[src/core_pkg.sv]
/* rv32 core shared types */

package core_pkg;

	localparam int XLEN = 32;

	typedef logic [31:0] instr_t;
	typedef logic [4:0]  reg_idx_t;

	// major opcodes kept by this core
	localparam logic [6:0] OPC_LUI    = 7'b0110111;
	localparam logic [6:0] OPC_OP_IMM = 7'b0010011;
	localparam logic [6:0] OPC_OP     = 7'b0110011;
	localparam logic [6:0] OPC_LOAD   = 7'b0000011;
	localparam logic [6:0] OPC_STORE  = 7'b0100011;

	typedef enum logic [3:0] {
		alu_add,
		alu_sub,
		alu_slt,
		alu_sltu,
		alu_xor,
		alu_or,
		alu_and,
		alu_sll,
		alu_srl,
		alu_sra,
		alu_pass_b	// lui
	} alu_op_e;

	// same coding as funct3[1:0] of loads and stores
	typedef enum logic [1:0] {
		mem_byte = 2'b00,
		mem_half = 2'b01,
		mem_word = 2'b10
	} mem_size_e;

	typedef struct packed {
		alu_op_e         alu_op;
		logic [XLEN-1:0] src1;
		logic [XLEN-1:0] src2;		// register or immediate
		logic [XLEN-1:0] store_data;
		reg_idx_t        rd;
		logic            wr_en;
		logic            load;
		logic            store;
		mem_size_e       mem_size;
		logic            mem_unsigned;
	} ex_ctrl_t;

	typedef struct packed {
		logic [XLEN-1:0] result;	// alu result or address
		logic [XLEN-1:0] store_data;
		reg_idx_t        rd;
		logic            wr_en;
		logic            load;
		logic            store;
		mem_size_e       mem_size;
		logic            mem_unsigned;
	} mem_ctrl_t;

	typedef struct packed {
		logic            rd0_wr1;
		logic [3:0]      byte_strobe;
		logic [XLEN-1:0] addr;
		logic [XLEN-1:0] write_data;
	} dmem_req_t;

	typedef struct packed {
		logic            valid;
		reg_idx_t        rd;
		logic [XLEN-1:0] data;
	} wb_t;

endpackage

[src/stage_reg.sv]
/* pipeline stage register */

`timescale 1ns/1ps

module stage_reg #(
	parameter type payload_t = logic [31:0]
) (
	input  logic     cpu_clk,
	input  logic     rst_n,
	input  logic     in_valid,
	output logic     in_ready,
	input  payload_t in_data,
	output logic     out_valid,
	input  logic     out_ready,
	output payload_t out_data
);

	// free slot, or the held entry leaves this cycle
	assign in_ready = !out_valid || out_ready;

	always_ff @(posedge cpu_clk) begin
		if (!rst_n) begin
			out_valid <= 1'b0;
		end else if (in_ready) begin
			out_valid <= in_valid;
		end
	end

	always_ff @(posedge cpu_clk) begin
		if (in_valid && in_ready) begin
			out_data <= in_data;	// payload only
		end
	end

endmodule

[src/fetch.sv]
/* instruction fetch */

`timescale 1ns/1ps

module fetch import core_pkg::*; (
	input  logic            cpu_clk,
	input  logic            rst_n,
	input  logic [XLEN-1:0] boot_addr,
	output logic            instr_access,
	output logic [XLEN-1:0] instr_addr,
	input  instr_t          instr_read_data,
	input  logic            instr_read_data_valid,
	output logic            if_valid,
	input  logic            dec_ready,
	output instr_t          instr_dec,
	input  logic            retire
);

	typedef enum logic [2:0] {
		st_idle,	// one cycle out of reset
		st_req,		// request pulse
		st_wait,	// waiting for instruction data
		st_hold,	// instruction offered to decode
		st_exec		// in flight until retire
	} fetch_st_e;

	fetch_st_e       state;
	logic [XLEN-1:0] pc;

	always_ff @(posedge cpu_clk) begin
		if (!rst_n) begin
			state <= st_idle;
			pc    <= boot_addr;
		end else begin
			case (state)
				st_idle: state <= st_req;
				st_req:  state <= st_wait;
				st_wait: begin
					if (instr_read_data_valid) begin
						state <= st_hold;
					end
				end
				st_hold: begin
					if (dec_ready) begin
						state <= st_exec;
					end
				end
				st_exec: begin
					// no branches, always the next word
					if (retire) begin
						state <= st_req;
						pc    <= pc + XLEN'(4);
					end
				end
				default: state <= st_idle;
			endcase
		end
	end

	always_ff @(posedge cpu_clk) begin
		if (state == st_wait && instr_read_data_valid) begin
			instr_dec <= instr_read_data;
		end
	end

	assign instr_access = (state == st_req);
	assign instr_addr   = pc;
	assign if_valid     = (state == st_hold);

endmodule

[src/dec.sv]
/* decoder and register file */

`timescale 1ns/1ps

module dec import core_pkg::*; #(
	parameter int REG_NUM = 32
) (
	input  logic     cpu_clk,
	input  logic     rst_n,
	input  logic     if_valid,
	output logic     dec_ready,
	input  instr_t   instr_dec,
	output logic     dec_valid,
	input  logic     ex_ready,
	output ex_ctrl_t ex_ctrl,
	input  wb_t      wb
);

	localparam int IDX_W = $clog2(REG_NUM);

	logic [XLEN-1:0] regs [REG_NUM];
	logic [6:0]      opcode;
	logic [2:0]      funct3;
	logic [6:0]      funct7;
	reg_idx_t        rs1, rs2, rd;
	logic [XLEN-1:0] imm_i, imm_s, imm_u;
	logic [XLEN-1:0] rs1_data, rs2_data;
	logic            is_op, f7_zero, f7_alt;
	logic            legal, use_rs1, use_rs2, regs_ok;
	mem_size_e       size_c;

	assign opcode = instr_dec[6:0];
	assign rd     = instr_dec[11:7];
	assign funct3 = instr_dec[14:12];
	assign rs1    = instr_dec[19:15];
	assign rs2    = instr_dec[24:20];
	assign funct7 = instr_dec[31:25];

	assign imm_i = {{20{instr_dec[31]}}, instr_dec[31:20]};
	assign imm_s = {{20{instr_dec[31]}}, instr_dec[31:25], instr_dec[11:7]};
	assign imm_u = {instr_dec[31:12], 12'b0};

	assign is_op   = (opcode == OPC_OP);
	assign f7_zero = (funct7 == 7'b0000000);
	assign f7_alt  = (funct7 == 7'b0100000);	// sub, sra
	assign size_c  = (funct3[1:0] == 2'b00) ? mem_byte : (funct3[0] ? mem_half : mem_word);

	// x0 and registers beyond REG_NUM read as zero
	assign rs1_data = (rs1 == '0 || int'(rs1) >= REG_NUM) ? '0 : regs[rs1[IDX_W-1:0]];
	assign rs2_data = (rs2 == '0 || int'(rs2) >= REG_NUM) ? '0 : regs[rs2[IDX_W-1:0]];

	always_comb begin
		legal   = 1'b0;
		use_rs1 = 1'b0;
		use_rs2 = 1'b0;
		ex_ctrl = '0;
		ex_ctrl.alu_op       = alu_add;
		ex_ctrl.src1         = rs1_data;
		ex_ctrl.src2         = imm_i;
		ex_ctrl.store_data   = rs2_data;
		ex_ctrl.rd           = rd;
		ex_ctrl.mem_size     = size_c;
		ex_ctrl.mem_unsigned = funct3[2];
		case (opcode)
			OPC_LUI: begin
				legal          = 1'b1;
				ex_ctrl.alu_op = alu_pass_b;
				ex_ctrl.src2   = imm_u;
				ex_ctrl.wr_en  = 1'b1;
			end
			OPC_OP_IMM, OPC_OP: begin
				use_rs1       = 1'b1;
				use_rs2       = is_op;
				ex_ctrl.wr_en = 1'b1;
				if (is_op) begin
					ex_ctrl.src2 = rs2_data;
				end
				// funct7 only matters for register ops and shifts
				legal = !is_op || f7_zero;
				case (funct3)
					3'b000: begin
						ex_ctrl.alu_op = (is_op && f7_alt) ? alu_sub : alu_add;
						legal          = !is_op || f7_zero || f7_alt;
					end
					3'b001: begin
						ex_ctrl.alu_op = alu_sll;
						legal          = f7_zero;
					end
					3'b010: ex_ctrl.alu_op = alu_slt;
					3'b011: ex_ctrl.alu_op = alu_sltu;
					3'b100: ex_ctrl.alu_op = alu_xor;
					3'b101: begin
						ex_ctrl.alu_op = f7_alt ? alu_sra : alu_srl;
						legal          = f7_zero || f7_alt;
					end
					3'b110: ex_ctrl.alu_op = alu_or;
					default: ex_ctrl.alu_op = alu_and;
				endcase
			end
			OPC_LOAD: begin
				use_rs1       = 1'b1;
				legal         = funct3 inside {3'b000, 3'b001, 3'b010, 3'b100, 3'b101};
				ex_ctrl.load  = 1'b1;
				ex_ctrl.wr_en = 1'b1;
			end
			OPC_STORE: begin
				use_rs1       = 1'b1;
				use_rs2       = 1'b1;
				legal         = funct3 inside {3'b000, 3'b001, 3'b010};
				ex_ctrl.store = 1'b1;
				ex_ctrl.src2  = imm_s;
			end
			default: legal = 1'b0;
		endcase
		regs_ok = (!use_rs1 || int'(rs1) < REG_NUM) && (!use_rs2 || int'(rs2) < REG_NUM)
			&& (!ex_ctrl.wr_en || int'(rd) < REG_NUM);
		if (!(legal && regs_ok)) begin
			ex_ctrl.wr_en = 1'b0;	// retires as a no-op
			ex_ctrl.load  = 1'b0;
			ex_ctrl.store = 1'b0;
		end
	end

	assign dec_valid = if_valid;
	assign dec_ready = ex_ready;

	always_ff @(posedge cpu_clk) begin
		if (!rst_n) begin
			for (int i = 0; i < REG_NUM; i++) begin
				regs[i] <= '0;
			end
		end else if (wb.valid && wb.rd != '0 && int'(wb.rd) < REG_NUM) begin
			regs[wb.rd[IDX_W-1:0]] <= wb.data;
		end
	end

endmodule

[src/alu.sv]
/* execute stage */

`timescale 1ns/1ps

module alu import core_pkg::*; (
	input  logic      ex_valid_in,
	input  ex_ctrl_t  ex_ctrl,
	output logic      ex_ready_out,
	output logic      mem_valid,
	input  logic      mem_ready,
	output mem_ctrl_t mem_ctrl
);

	logic [XLEN-1:0] sum;
	logic [XLEN-1:0] alu_res;
	logic [4:0]      shamt;

	assign shamt = ex_ctrl.src2[4:0];
	assign sum   = ex_ctrl.src1 + ex_ctrl.src2;	// also the memory address

	always_comb begin
		case (ex_ctrl.alu_op)
			alu_add:    alu_res = sum;
			alu_sub:    alu_res = ex_ctrl.src1 - ex_ctrl.src2;
			alu_slt: begin
				alu_res = {31'b0, $signed(ex_ctrl.src1) < $signed(ex_ctrl.src2)};
			end
			alu_sltu:   alu_res = {31'b0, ex_ctrl.src1 < ex_ctrl.src2};
			alu_xor:    alu_res = ex_ctrl.src1 ^ ex_ctrl.src2;
			alu_or:     alu_res = ex_ctrl.src1 | ex_ctrl.src2;
			alu_and:    alu_res = ex_ctrl.src1 & ex_ctrl.src2;
			alu_sll:    alu_res = ex_ctrl.src1 << shamt;
			alu_srl:    alu_res = ex_ctrl.src1 >> shamt;
			alu_sra:    alu_res = $unsigned($signed(ex_ctrl.src1) >>> shamt);
			alu_pass_b: alu_res = ex_ctrl.src2;
			default:    alu_res = sum;
		endcase
	end

	always_comb begin
		mem_ctrl = '0;
		// loads and stores decode to add, so this is their address
		mem_ctrl.result       = alu_res;
		mem_ctrl.store_data   = ex_ctrl.store_data;
		mem_ctrl.rd           = ex_ctrl.rd;
		mem_ctrl.wr_en        = ex_ctrl.wr_en;
		mem_ctrl.load         = ex_ctrl.load;
		mem_ctrl.store        = ex_ctrl.store;
		mem_ctrl.mem_size     = ex_ctrl.mem_size;
		mem_ctrl.mem_unsigned = ex_ctrl.mem_unsigned;
	end

	assign mem_valid    = ex_valid_in;
	assign ex_ready_out = mem_ready;

endmodule

[src/dmem_ctrl.sv]
/* data port and write-back */

`timescale 1ns/1ps

module dmem_ctrl import core_pkg::*; (
	input  logic            cpu_clk,
	input  logic            rst_n,
	input  logic            mem_valid,
	output logic            mem_ready,
	input  mem_ctrl_t       mem_ctrl,
	output logic            data_access,
	input  logic            data_ready,
	output dmem_req_t       data_req,
	input  logic [XLEN-1:0] data_read_data,
	input  logic            data_read_data_valid,
	output wb_t             wb,
	output logic            retire
);

	typedef enum logic {st_idle, st_rdata} dmem_st_e;

	dmem_st_e        state;
	logic            mem_op, req_accept;
	logic            alu_done, store_done, load_done;
	logic [7:0]      load_byte;
	logic [15:0]     load_half;
	logic [XLEN-1:0] load_data;

	assign mem_op      = mem_ctrl.load || mem_ctrl.store;
	assign data_access = (state == st_idle) && mem_valid && mem_op;
	assign req_accept  = data_access && data_ready;

	always_comb begin
		data_req         = '0;
		data_req.rd0_wr1 = mem_ctrl.store;
		data_req.addr    = mem_ctrl.result;
		case (mem_ctrl.mem_size)
			mem_byte: begin
				data_req.byte_strobe = 4'b0001 << mem_ctrl.result[1:0];
				data_req.write_data  = {4{mem_ctrl.store_data[7:0]}};
			end
			mem_half: begin
				data_req.byte_strobe = mem_ctrl.result[1] ? 4'b1100 : 4'b0011;
				data_req.write_data  = {2{mem_ctrl.store_data[15:0]}};
			end
			default: begin
				data_req.byte_strobe = 4'b1111;
				data_req.write_data  = mem_ctrl.store_data;
			end
		endcase
	end

	// lane pick for loads
	assign load_byte = data_read_data[{mem_ctrl.result[1:0], 3'b000} +: 8];
	assign load_half = mem_ctrl.result[1] ? data_read_data[31:16] : data_read_data[15:0];

	always_comb begin
		case (mem_ctrl.mem_size)
			mem_byte: load_data = mem_ctrl.mem_unsigned ? {24'b0, load_byte}
				: {{24{load_byte[7]}}, load_byte};
			mem_half: load_data = mem_ctrl.mem_unsigned ? {16'b0, load_half}
				: {{16{load_half[15]}}, load_half};
			default:  load_data = data_read_data;
		endcase
	end

	always_ff @(posedge cpu_clk) begin
		if (!rst_n) begin
			state <= st_idle;
		end else if (state == st_idle && req_accept && mem_ctrl.load) begin
			state <= st_rdata;
		end else if (state == st_rdata && data_read_data_valid) begin
			state <= st_idle;
		end
	end

	assign alu_done   = (state == st_idle) && mem_valid && !mem_op;
	assign store_done = req_accept && mem_ctrl.store;	// writes finish on accept
	assign load_done  = (state == st_rdata) && data_read_data_valid;

	assign retire    = alu_done || store_done || load_done;
	assign mem_ready = retire;	// slot held until the instruction completes

	always_comb begin
		wb       = '0;
		wb.valid = (alu_done || load_done) && mem_ctrl.wr_en;
		wb.rd    = mem_ctrl.rd;
		wb.data  = load_done ? load_data : mem_ctrl.result;
	end

endmodule

[src/core.sv]
/* rv32 core top */

`timescale 1ns/1ps

module core import core_pkg::*; #(
	parameter int REG_NUM = 32	// 16 for rv32e
) (
	input  logic            cpu_clk,
	input  logic            rst_n,
	input  logic [XLEN-1:0] boot_addr,
	output logic            instr_access,
	output logic [XLEN-1:0] instr_addr,
	input  instr_t          instr_read_data,
	input  logic            instr_read_data_valid,
	output logic            data_access,
	input  logic            data_ready,
	output dmem_req_t       data_req,
	input  logic [XLEN-1:0] data_read_data,
	input  logic            data_read_data_valid
);

	logic      if_valid, dec_ready, dec_valid, ex_ready;
	logic      ex_valid, alu_ready, alu_valid, mem_reg_ready;
	logic      mem_valid, mem_ready, retire;
	instr_t    instr_dec;
	ex_ctrl_t  dec_ctrl, ex_ctrl;
	mem_ctrl_t alu_ctrl, mem_ctrl;
	wb_t       wb;

	fetch u_fetch (
		.cpu_clk(cpu_clk), .rst_n(rst_n), .boot_addr(boot_addr),
		.instr_access(instr_access), .instr_addr(instr_addr),
		.instr_read_data(instr_read_data), .instr_read_data_valid(instr_read_data_valid),
		.if_valid(if_valid), .dec_ready(dec_ready), .instr_dec(instr_dec), .retire(retire)
	);

	dec #(.REG_NUM(REG_NUM)) u_dec (
		.cpu_clk(cpu_clk), .rst_n(rst_n), .if_valid(if_valid), .dec_ready(dec_ready),
		.instr_dec(instr_dec), .dec_valid(dec_valid), .ex_ready(ex_ready),
		.ex_ctrl(dec_ctrl), .wb(wb)
	);

	stage_reg #(.payload_t(ex_ctrl_t)) u_ex_reg (
		.cpu_clk(cpu_clk), .rst_n(rst_n), .in_valid(dec_valid), .in_ready(ex_ready),
		.in_data(dec_ctrl), .out_valid(ex_valid), .out_ready(alu_ready), .out_data(ex_ctrl)
	);

	alu u_alu (
		.ex_valid_in(ex_valid), .ex_ctrl(ex_ctrl), .ex_ready_out(alu_ready),
		.mem_valid(alu_valid), .mem_ready(mem_reg_ready), .mem_ctrl(alu_ctrl)
	);

	stage_reg #(.payload_t(mem_ctrl_t)) u_mem_reg (
		.cpu_clk(cpu_clk), .rst_n(rst_n), .in_valid(alu_valid), .in_ready(mem_reg_ready),
		.in_data(alu_ctrl), .out_valid(mem_valid), .out_ready(mem_ready), .out_data(mem_ctrl)
	);

	dmem_ctrl u_dmem_ctrl (
		.cpu_clk(cpu_clk), .rst_n(rst_n), .mem_valid(mem_valid), .mem_ready(mem_ready),
		.mem_ctrl(mem_ctrl), .data_access(data_access), .data_ready(data_ready),
		.data_req(data_req), .data_read_data(data_read_data),
		.data_read_data_valid(data_read_data_valid), .wb(wb), .retire(retire)
	);

endmodule

[config.mk]
export PLATFORM = sky130hd
export DESIGN_NAME = core
export DESIGN_NICKNAME = d
export VERILOG_FILES = /design/src/core_pkg.sv /design/src/stage_reg.sv /design/src/fetch.sv /design/src/dec.sv /design/src/alu.sv /design/src/dmem_ctrl.sv /design/src/core.sv
export SDC_FILE = /design/constraint.sdc
export NUM_CORES = 2
export LEC_CHECK = 0
export CORE_MARGIN = 2
export CORE_UTILIZATION = 28
export CTS_BUF_LIST = sky130_fd_sc_hd__clkbuf_8
export CTS_CLUSTER_SIZE = 28
export DETAILED_ROUTE_END_ITERATION = 7
export DONT_BUFFER_PORTS = 1
export GPL_TIMING_DRIVEN = 0
export PLACE_DENSITY = 0.48
export REMOVE_ABC_BUFFERS = 1
export SLEW_MARGIN = 20
export SYNTH_ARGS = -nofsm -noshare
export SYNTH_HDL_FRONTEND = slang
export SYNTH_HIERARCHICAL = 1
export SYNTH_SLANG_ARGS = --single-unit
[constraint.sdc]
create_clock -name cpu_clk -period 5.6 [get_ports cpu_clk]
set_clock_uncertainty 0.05 [all_clocks]
set_input_delay 0.28 -clock cpu_clk [delete_from_list [all_inputs] [get_ports cpu_clk]]
set_output_delay 0.28 -clock cpu_clk [all_outputs]
set_load 0.01 [all_outputs]
# Word level (Yosys, flattened, before mapping)
# Memories as Yosys holds them, arrays and structs flattened. A register that Yosys moved wholly into a read port is not among the register bits.
# Index checks and enable logic that the tools add are counted.
[op_classes]
n_addsub = 3
order_cmp = 2
eq_ne = 32
shift = 5
n_mux = 39
bitwise_logic = 4
n_reduce_logical = 43
[ops]
columns = ["op", "count"]
rows = [
  ["32-bit one-hot mux with 10 select lines", 1],
  ["32-bit 2-to-1 mux", 9],
  ["32-bit one-hot mux with 2 select lines", 2],
  ["32-bit one-hot mux with 3 select lines", 1],
  ["32-bit less-than comparator", 2],
  ["32-bit by 3-bit adder with 32-bit output (second input constant)", 1],
  ["32-bit adder", 1],
  ["32-bit bitwise AND", 1],
  ["32-bit bitwise OR", 1],
  ["32-bit OR reduction", 1],
  ["32-bit by 6-bit variable part select with 8-bit output", 1],
  ["32-bit by 5-bit << shifter with 32-bit output", 1],
  ["32-bit by 5-bit >> shifter with 32-bit output", 1],
  ["32-bit by 5-bit >>> shifter with 32-bit output", 1],
  ["32-bit subtractor", 1],
  ["32-bit XOR", 1],
  ["7-bit by 6-bit == test with 1-bit output (second input constant)", 4],
  ["4-bit one-hot mux with 7 select lines", 1],
  ["4-bit by 3-bit == test with 1-bit output (second input constant)", 4],
  ["16-bit 2-to-1 mux", 1],
  ["4-bit one-hot mux with 2 select lines", 2],
  ["3-bit one-hot mux with 5 select lines", 1],
  ["1-bit logical AND", 14],
  ["3-bit by 2-bit == test with 1-bit output (second input constant)", 4],
  ["other kinds (32)", 71],
]
[totals]
regBits = 224
mem_bits_rw = 1024
out_inout_bits = 103
memories = 1
[mem_list]
columns = ["memory", "words", "width", "rd", "rd_ports_with_merged_regs", "write_ports", "line_no", "rtl"]
rows = [
  ["u_dec.regs", 32, 32, 2, 2, 32, "dec.sv:21", "logic [XLEN-1:0] regs [REG_NUM];"],
]

# Logic depth before layout (Yosys ltp)
[logic_depth]
word_depth = 11
mapped_depth = 14
ltp_nobuf = 12

# Modules after synthesis
# The synthesis kept the hierarchy.
[by_module_without_submodules]
columns = ["module", "n_inst", "cells_each", "area_each_um2", "seq_area_each_um2"]
rows = [
  ["dec", 1, 3738, 55359.3, 30749.5],
  ["alu", 1, 1264, 8919.8, 0.0],
  ["stage_reg at u_ex_reg", 1, 116, 3390.8, 3353.2],
  ["fetch", 1, 255, 3119.2, 1981.9],
  ["stage_reg at u_mem_reg", 1, 80, 2309.7, 2272.2],
  ["dmem_ctrl", 1, 267, 1786.7, 20.0],
]

# Worst setup path before layout
# No wires, ideal clock.
[synth_path]
kind = "register -> register"
start = "register u_fetch.state[2]"
end = "register u_fetch.instr_dec[0], enable pin"
arrival_time_ns = 3.891
required_time_ns = 5.037
slack_ns = 1.146
path_stages_with_launch = 3
path_buffers = 1
synth_period_minus_slack_ns = 4.454
path_cell_list = "dfxtp_1 -> clkbuf_1 -> nor4b_1"
[synth_between]
elab_chain_len = 2
[synth_rtl]
columns = ["item", "line_no", "rtl"]
rows = [
  ["start: declaration", "fetch.sv:27", "fetch_st_e state;"],
  ["start signal: assignment", "fetch.sv:32", "state <= st_idle;"],
  ["start signal: assignment", "fetch.sv:36", "st_idle: state <= st_req;"],
  ["start signal: assignment", "fetch.sv:37", "st_req: state <= st_wait;"],
  ["3-bit by 2-bit == test with 1-bit output", "fetch.sv:61", "if (state == st_wait && instr_read_data_valid) begin"],
  ["1-bit logical AND", "fetch.sv:61", ""],
  ["end signal: assignment", "fetch.sv:62", "instr_dec <= instr_read_data;"],
  ["end: declaration", "fetch.sv:15", "output instr_t instr_dec,"],
]
# No other way between the ends.
# A chain may end at the register's enable or synchronous reset.

==> impl_metrics.json <==
{
  "maxCapViolCount": 0,
  "yosys-top-cells-area": "edfxtp_1, mux4_2, and2_1, mux2i_1, clkbuf_1",
  "cts_root_buf": "clkbuf_8",
  "hold_fails_final_rpt": 0,
  "yosys.area.top_type_share_pct": 51.09,
  "slowest_delay_ps": 820,
  "postRouteAntennaNets": 0,
  "tritoncts_num_sinks": 1280,
  "critPathCapture": "u_mem_reg/out_data[71]",
  "initial_utilization_pct": 28.20,
  "global_route_wire_length_before_repair_um": 444000,
  "unrepaired_setup_endpoints_after_global_routing": "no",
  "yosys_most_used_dff": "edfxtp_1",
  "netlist_area_um2": 74890,
  "grt.overflow.total": 0,
  "drc": 0,
  "synth.largest_area_cell": "edfxtp_1",
  "netlist-cell-type-count": 104,
  "fmaxAchievable_mhz": 183.1,
  "die_height_um": 521.2,
  "fp.coreArea_um2": 265600,
  "synth-edff-count": 1274,
  "cellLeakagePower_uw": 0.03308,
  "worst_path_dominant_cell_family": "compound AO/OA/AOI/OAI gates",
  "route.vias.total": 55230,
  "critical_path_peak_fanout": 27,
  "final_cell_mix": "edfxtp_1, and2_1, mux4_2",
  "detail_route.iter0.violations": 6902,
  "timing.critical_path.required_ps": 6210,
  "areaGrowthSynthToFinish_pct": 22.17,
  "first_global_vias": 54040,
  "cts_tree": "built",
  "ws_path_type": "flip-flop to flip-flop",
  "layout_cell_share_with_drive_strength_beyond_1_pct": 23.72,
  "cts-buffers-inserted": 227,
  "avgRoutedWirePerCell_um": 33.79,
  "cp_cell_sequence": "buf_16 > clkinv_2 > ha_1 > or3_1 > a311oi_2 > a221oi_2 > o31ai_4 > a31oi_1 > o21ai_0 > a21oi_1 > o21ai_0",
  "worst_slew_margin_relative_to_its_limit_pct": 14.74,
  "dieWidth_um": 521.2,
  "power.density_nw_per_um2": 253.0,
  "critical_path_depth": 11,
  "irDropWorstVdd_mv": 0.2546,
  "fp.dieArea_um2": 271600,
  "regArea_um2": 38380,
  "final.period_utilization_pct": 97.51,
  "worst_r2r_startpoint": "u_ex_reg/out_data[46]",
  "worst_hold_slack_ps": 92.86,
  "fraction_of_the_yosys_area_taken_by_sequential_cells_pct": 51.25,
  "portBuffers": 0,
  "route.detailed.vias_per_inst": 5.703,
  "fill_cells": 25510,
  "timing.hold.worst.class": "input port to flip-flop",
  "status": "completed",
  "worst_r2r_path_depth": 11,
  "worst_r2r_endpoint": "u_mem_reg/out_data[71]",
  "cp_num_buf_inv": 2,
  "source_of_the_critical_timing_path": "u_ex_reg/out_data[46]",
  "critPathArrivalTime_ps": 6080,
  "postPlaceCellArea_um2": 85550,
  "io_pins": 204,
  "cts_max_path_buffers": 3,
  "reg2reg_setup_slack_ps": 140,
  "post_synth_inst_count": 5720,
  "async_flop_share_pct": 0,
  "totalWireLength_um": 327200,
  "place.detailed.hpwl_um": 244700,
  "maximum_number_of_pins_on_one_net_before_global_route_repair": 99,
  "final-max-slew-violation-count": 0,
  "critPathLaunchType": "flip-flop",
  "stdcell_area_um2": 91490,
  "avg_cell_area_syn_um2": 13.09,
  "grt_antenna_before_repair": 49,
  "yosys_register_bits": 1280,
  "fp-row-count": 189,
  "power.total_uw": 23150,
  "clock_insertion_delay_worst_skew_ps": 1050,
  "setup-violations-final": 0,
  "tightestPinTransition_ps": 1271,
  "clock_slew_at_reported_path_ffs_ps": 60,
  "multi_input_area_um2": 34070,
  "num-nets-final": 6119,
  "period_needed_ps": 5460,
  "crit_path_top_delay_cell": "edfxtp_1",
  "worst_setup_path_end_kind": "flip-flop",
  "layout.cells.most_common": "edfxtp_1",
  "grt_util_all_layers_pct": 23.44,
  "dr.pass1.iters": 6,
  "cts_htree_levels": 4,
  "synth.yosys.warnings": 6,
  "gp_routability_congestion": 0.9226,
  "path_common_cell": "o21ai_0"
}
## what timing repair did
| item | 4_1_cts | 5_1_grt |
|---|---|---|
| cloned | 0 | 0 |
| endpoints found under the setup margin | 2 | 1 |
| setup buffers | 0 | 0 |
| hold endpoints to repair | 1839 | 0 |
| resized for setup | 1 | 1 |
| hold buffers | 159 | 0 |
## state kept, by name, indices dropped and copies added (netlist names)
| name | count |
|---|---|
| u_dec/regs | 1024 |
| u_dmem_ctrl/state | 1 |
| u_ex_reg/out_data | 111 |
| u_ex_reg/out_valid | 1 |
| u_fetch/instr_addr | 32 |
| u_fetch/instr_dec | 32 |
| u_fetch/state | 3 |
| u_mem_reg/out_data | 75 |
| u_mem_reg/out_valid | 1 |
## cell families (layout without fill, tap and decap cells)
| group | Yosys count | after routing | share of synthesized area [%] |
|---|---|---|---|
| AO/OA/AOI/OAI | 914 | 914 | 8.438 |
| XOR/XNOR | 20 | 20 | 0.2339 |
| adder cells (fa/ha/maj) | 101 | 101 | 1.704 |
| buffers and inverters | 751 | 1113 | 4.872 |
| flip-flops | 1280 | 1280 | 51.25 |
| multiplexers | 833 | 833 | 19.69 |
| other | 1 | 70 | 0.005008 |
| AND/OR/NAND/NOR | 1820 | 1820 | 13.81 |
## through the flow
stage	setup TNS (ps)	setup WS, ps	std cells	utilization, %
after global routing	0	93.26	9655	34.42
after global placement	-	-47360	8645	28.69
final	0	139.6	9684	34.45
after floorplan	-843390	-10990	5112	-
after detailed placement	-295.3	-202.8	9061	32.21
after CTS	0	210.0	9644	34.39
## worst register-to-register path, stage by stage (launching register included)
cell and delay, ps:
edfxtp_1 820, buf_16 240, clkinv_2 450, ha_1 650, or3_1 490, a311oi_2 490, a221oi_2 230, o31ai_4 440
a31oi_1 300, o21ai_0 230, a21oi_1 70, o21ai_0 680
## worst min path at each step
stage                            start                endpoint  slack, ps  depth (start not counted)
detailed placement  instr_read_data[3]    u_fetch/instr_dec[3]        330                          0
global placement    instr_read_data[9]    u_fetch/instr_dec[9]        330                          0
global route             boot_addr[30]  u_fetch/instr_addr[30]         90                          3
floorplan           instr_read_data[0]    u_fetch/instr_dec[0]        330                          0
CTS                 data_read_data[13]       u_dec/regs[6][13]          2                          5
finish              data_read_data[13]       u_dec/regs[6][13]         90                          5
## cells in the mapped netlist, types with 33 or more instances
library cell,n
edfxtp_1,1274
and2_1,1031
mux4_2,490
clkbuf_1,368
nor2_1,282
mux2i_1,257
a21oi_1,176
o21ai_0,156
nand2_1,149
buf_4,132
inv_1,108
a22oi_1,103
ha_1,98
buf_2,77
nor3_1,77
mux2_2,74
nand3_1,73
o22ai_1,70
a221oi_1,51
o221ai_1,46
a221o_1,45
buf_1,35
a21o_1,33
## metal layers
| metal | wire [um] | track usage [%] | part of all wire, % | vias up |
|---|---|---|---|---|
| met4 | 18720 | 12.30 | 5.7 | 14 |
| li1 | - | - | - | 22310 |
| met5 | 90 | 0 | 0.028 | - |
| met3 | 28930 | 4.271 | 8.8 | 797 |
| met2 | 154700 | 38.34 | 47 | 3369 |
| met1 | 124800 | 29.50 | 38 | 28740 |
## final cells by class
type / instances / share of cell area (%)
diodes: 38 / 0.1039
clock buffers: 229 / 3.445
clock inverters: 195 / 1.126
inverters: 112 / 0.4663
multi-input cells: 3720 / 37.24
flip-flops and latches: 1280 / 41.95
well taps: 3533 / 4.832
repair buffers: 577 / 10.84
## where the power goes
group	internal (uW)	leakage (uW)	switching, uW
logic	1490	0.0178	2070
registers	10900	0.0129	334
clock network	4090	0.00242	4230
total	16500	0.0331	6640
No activity file was read; power rests on OpenSTA's default activity.
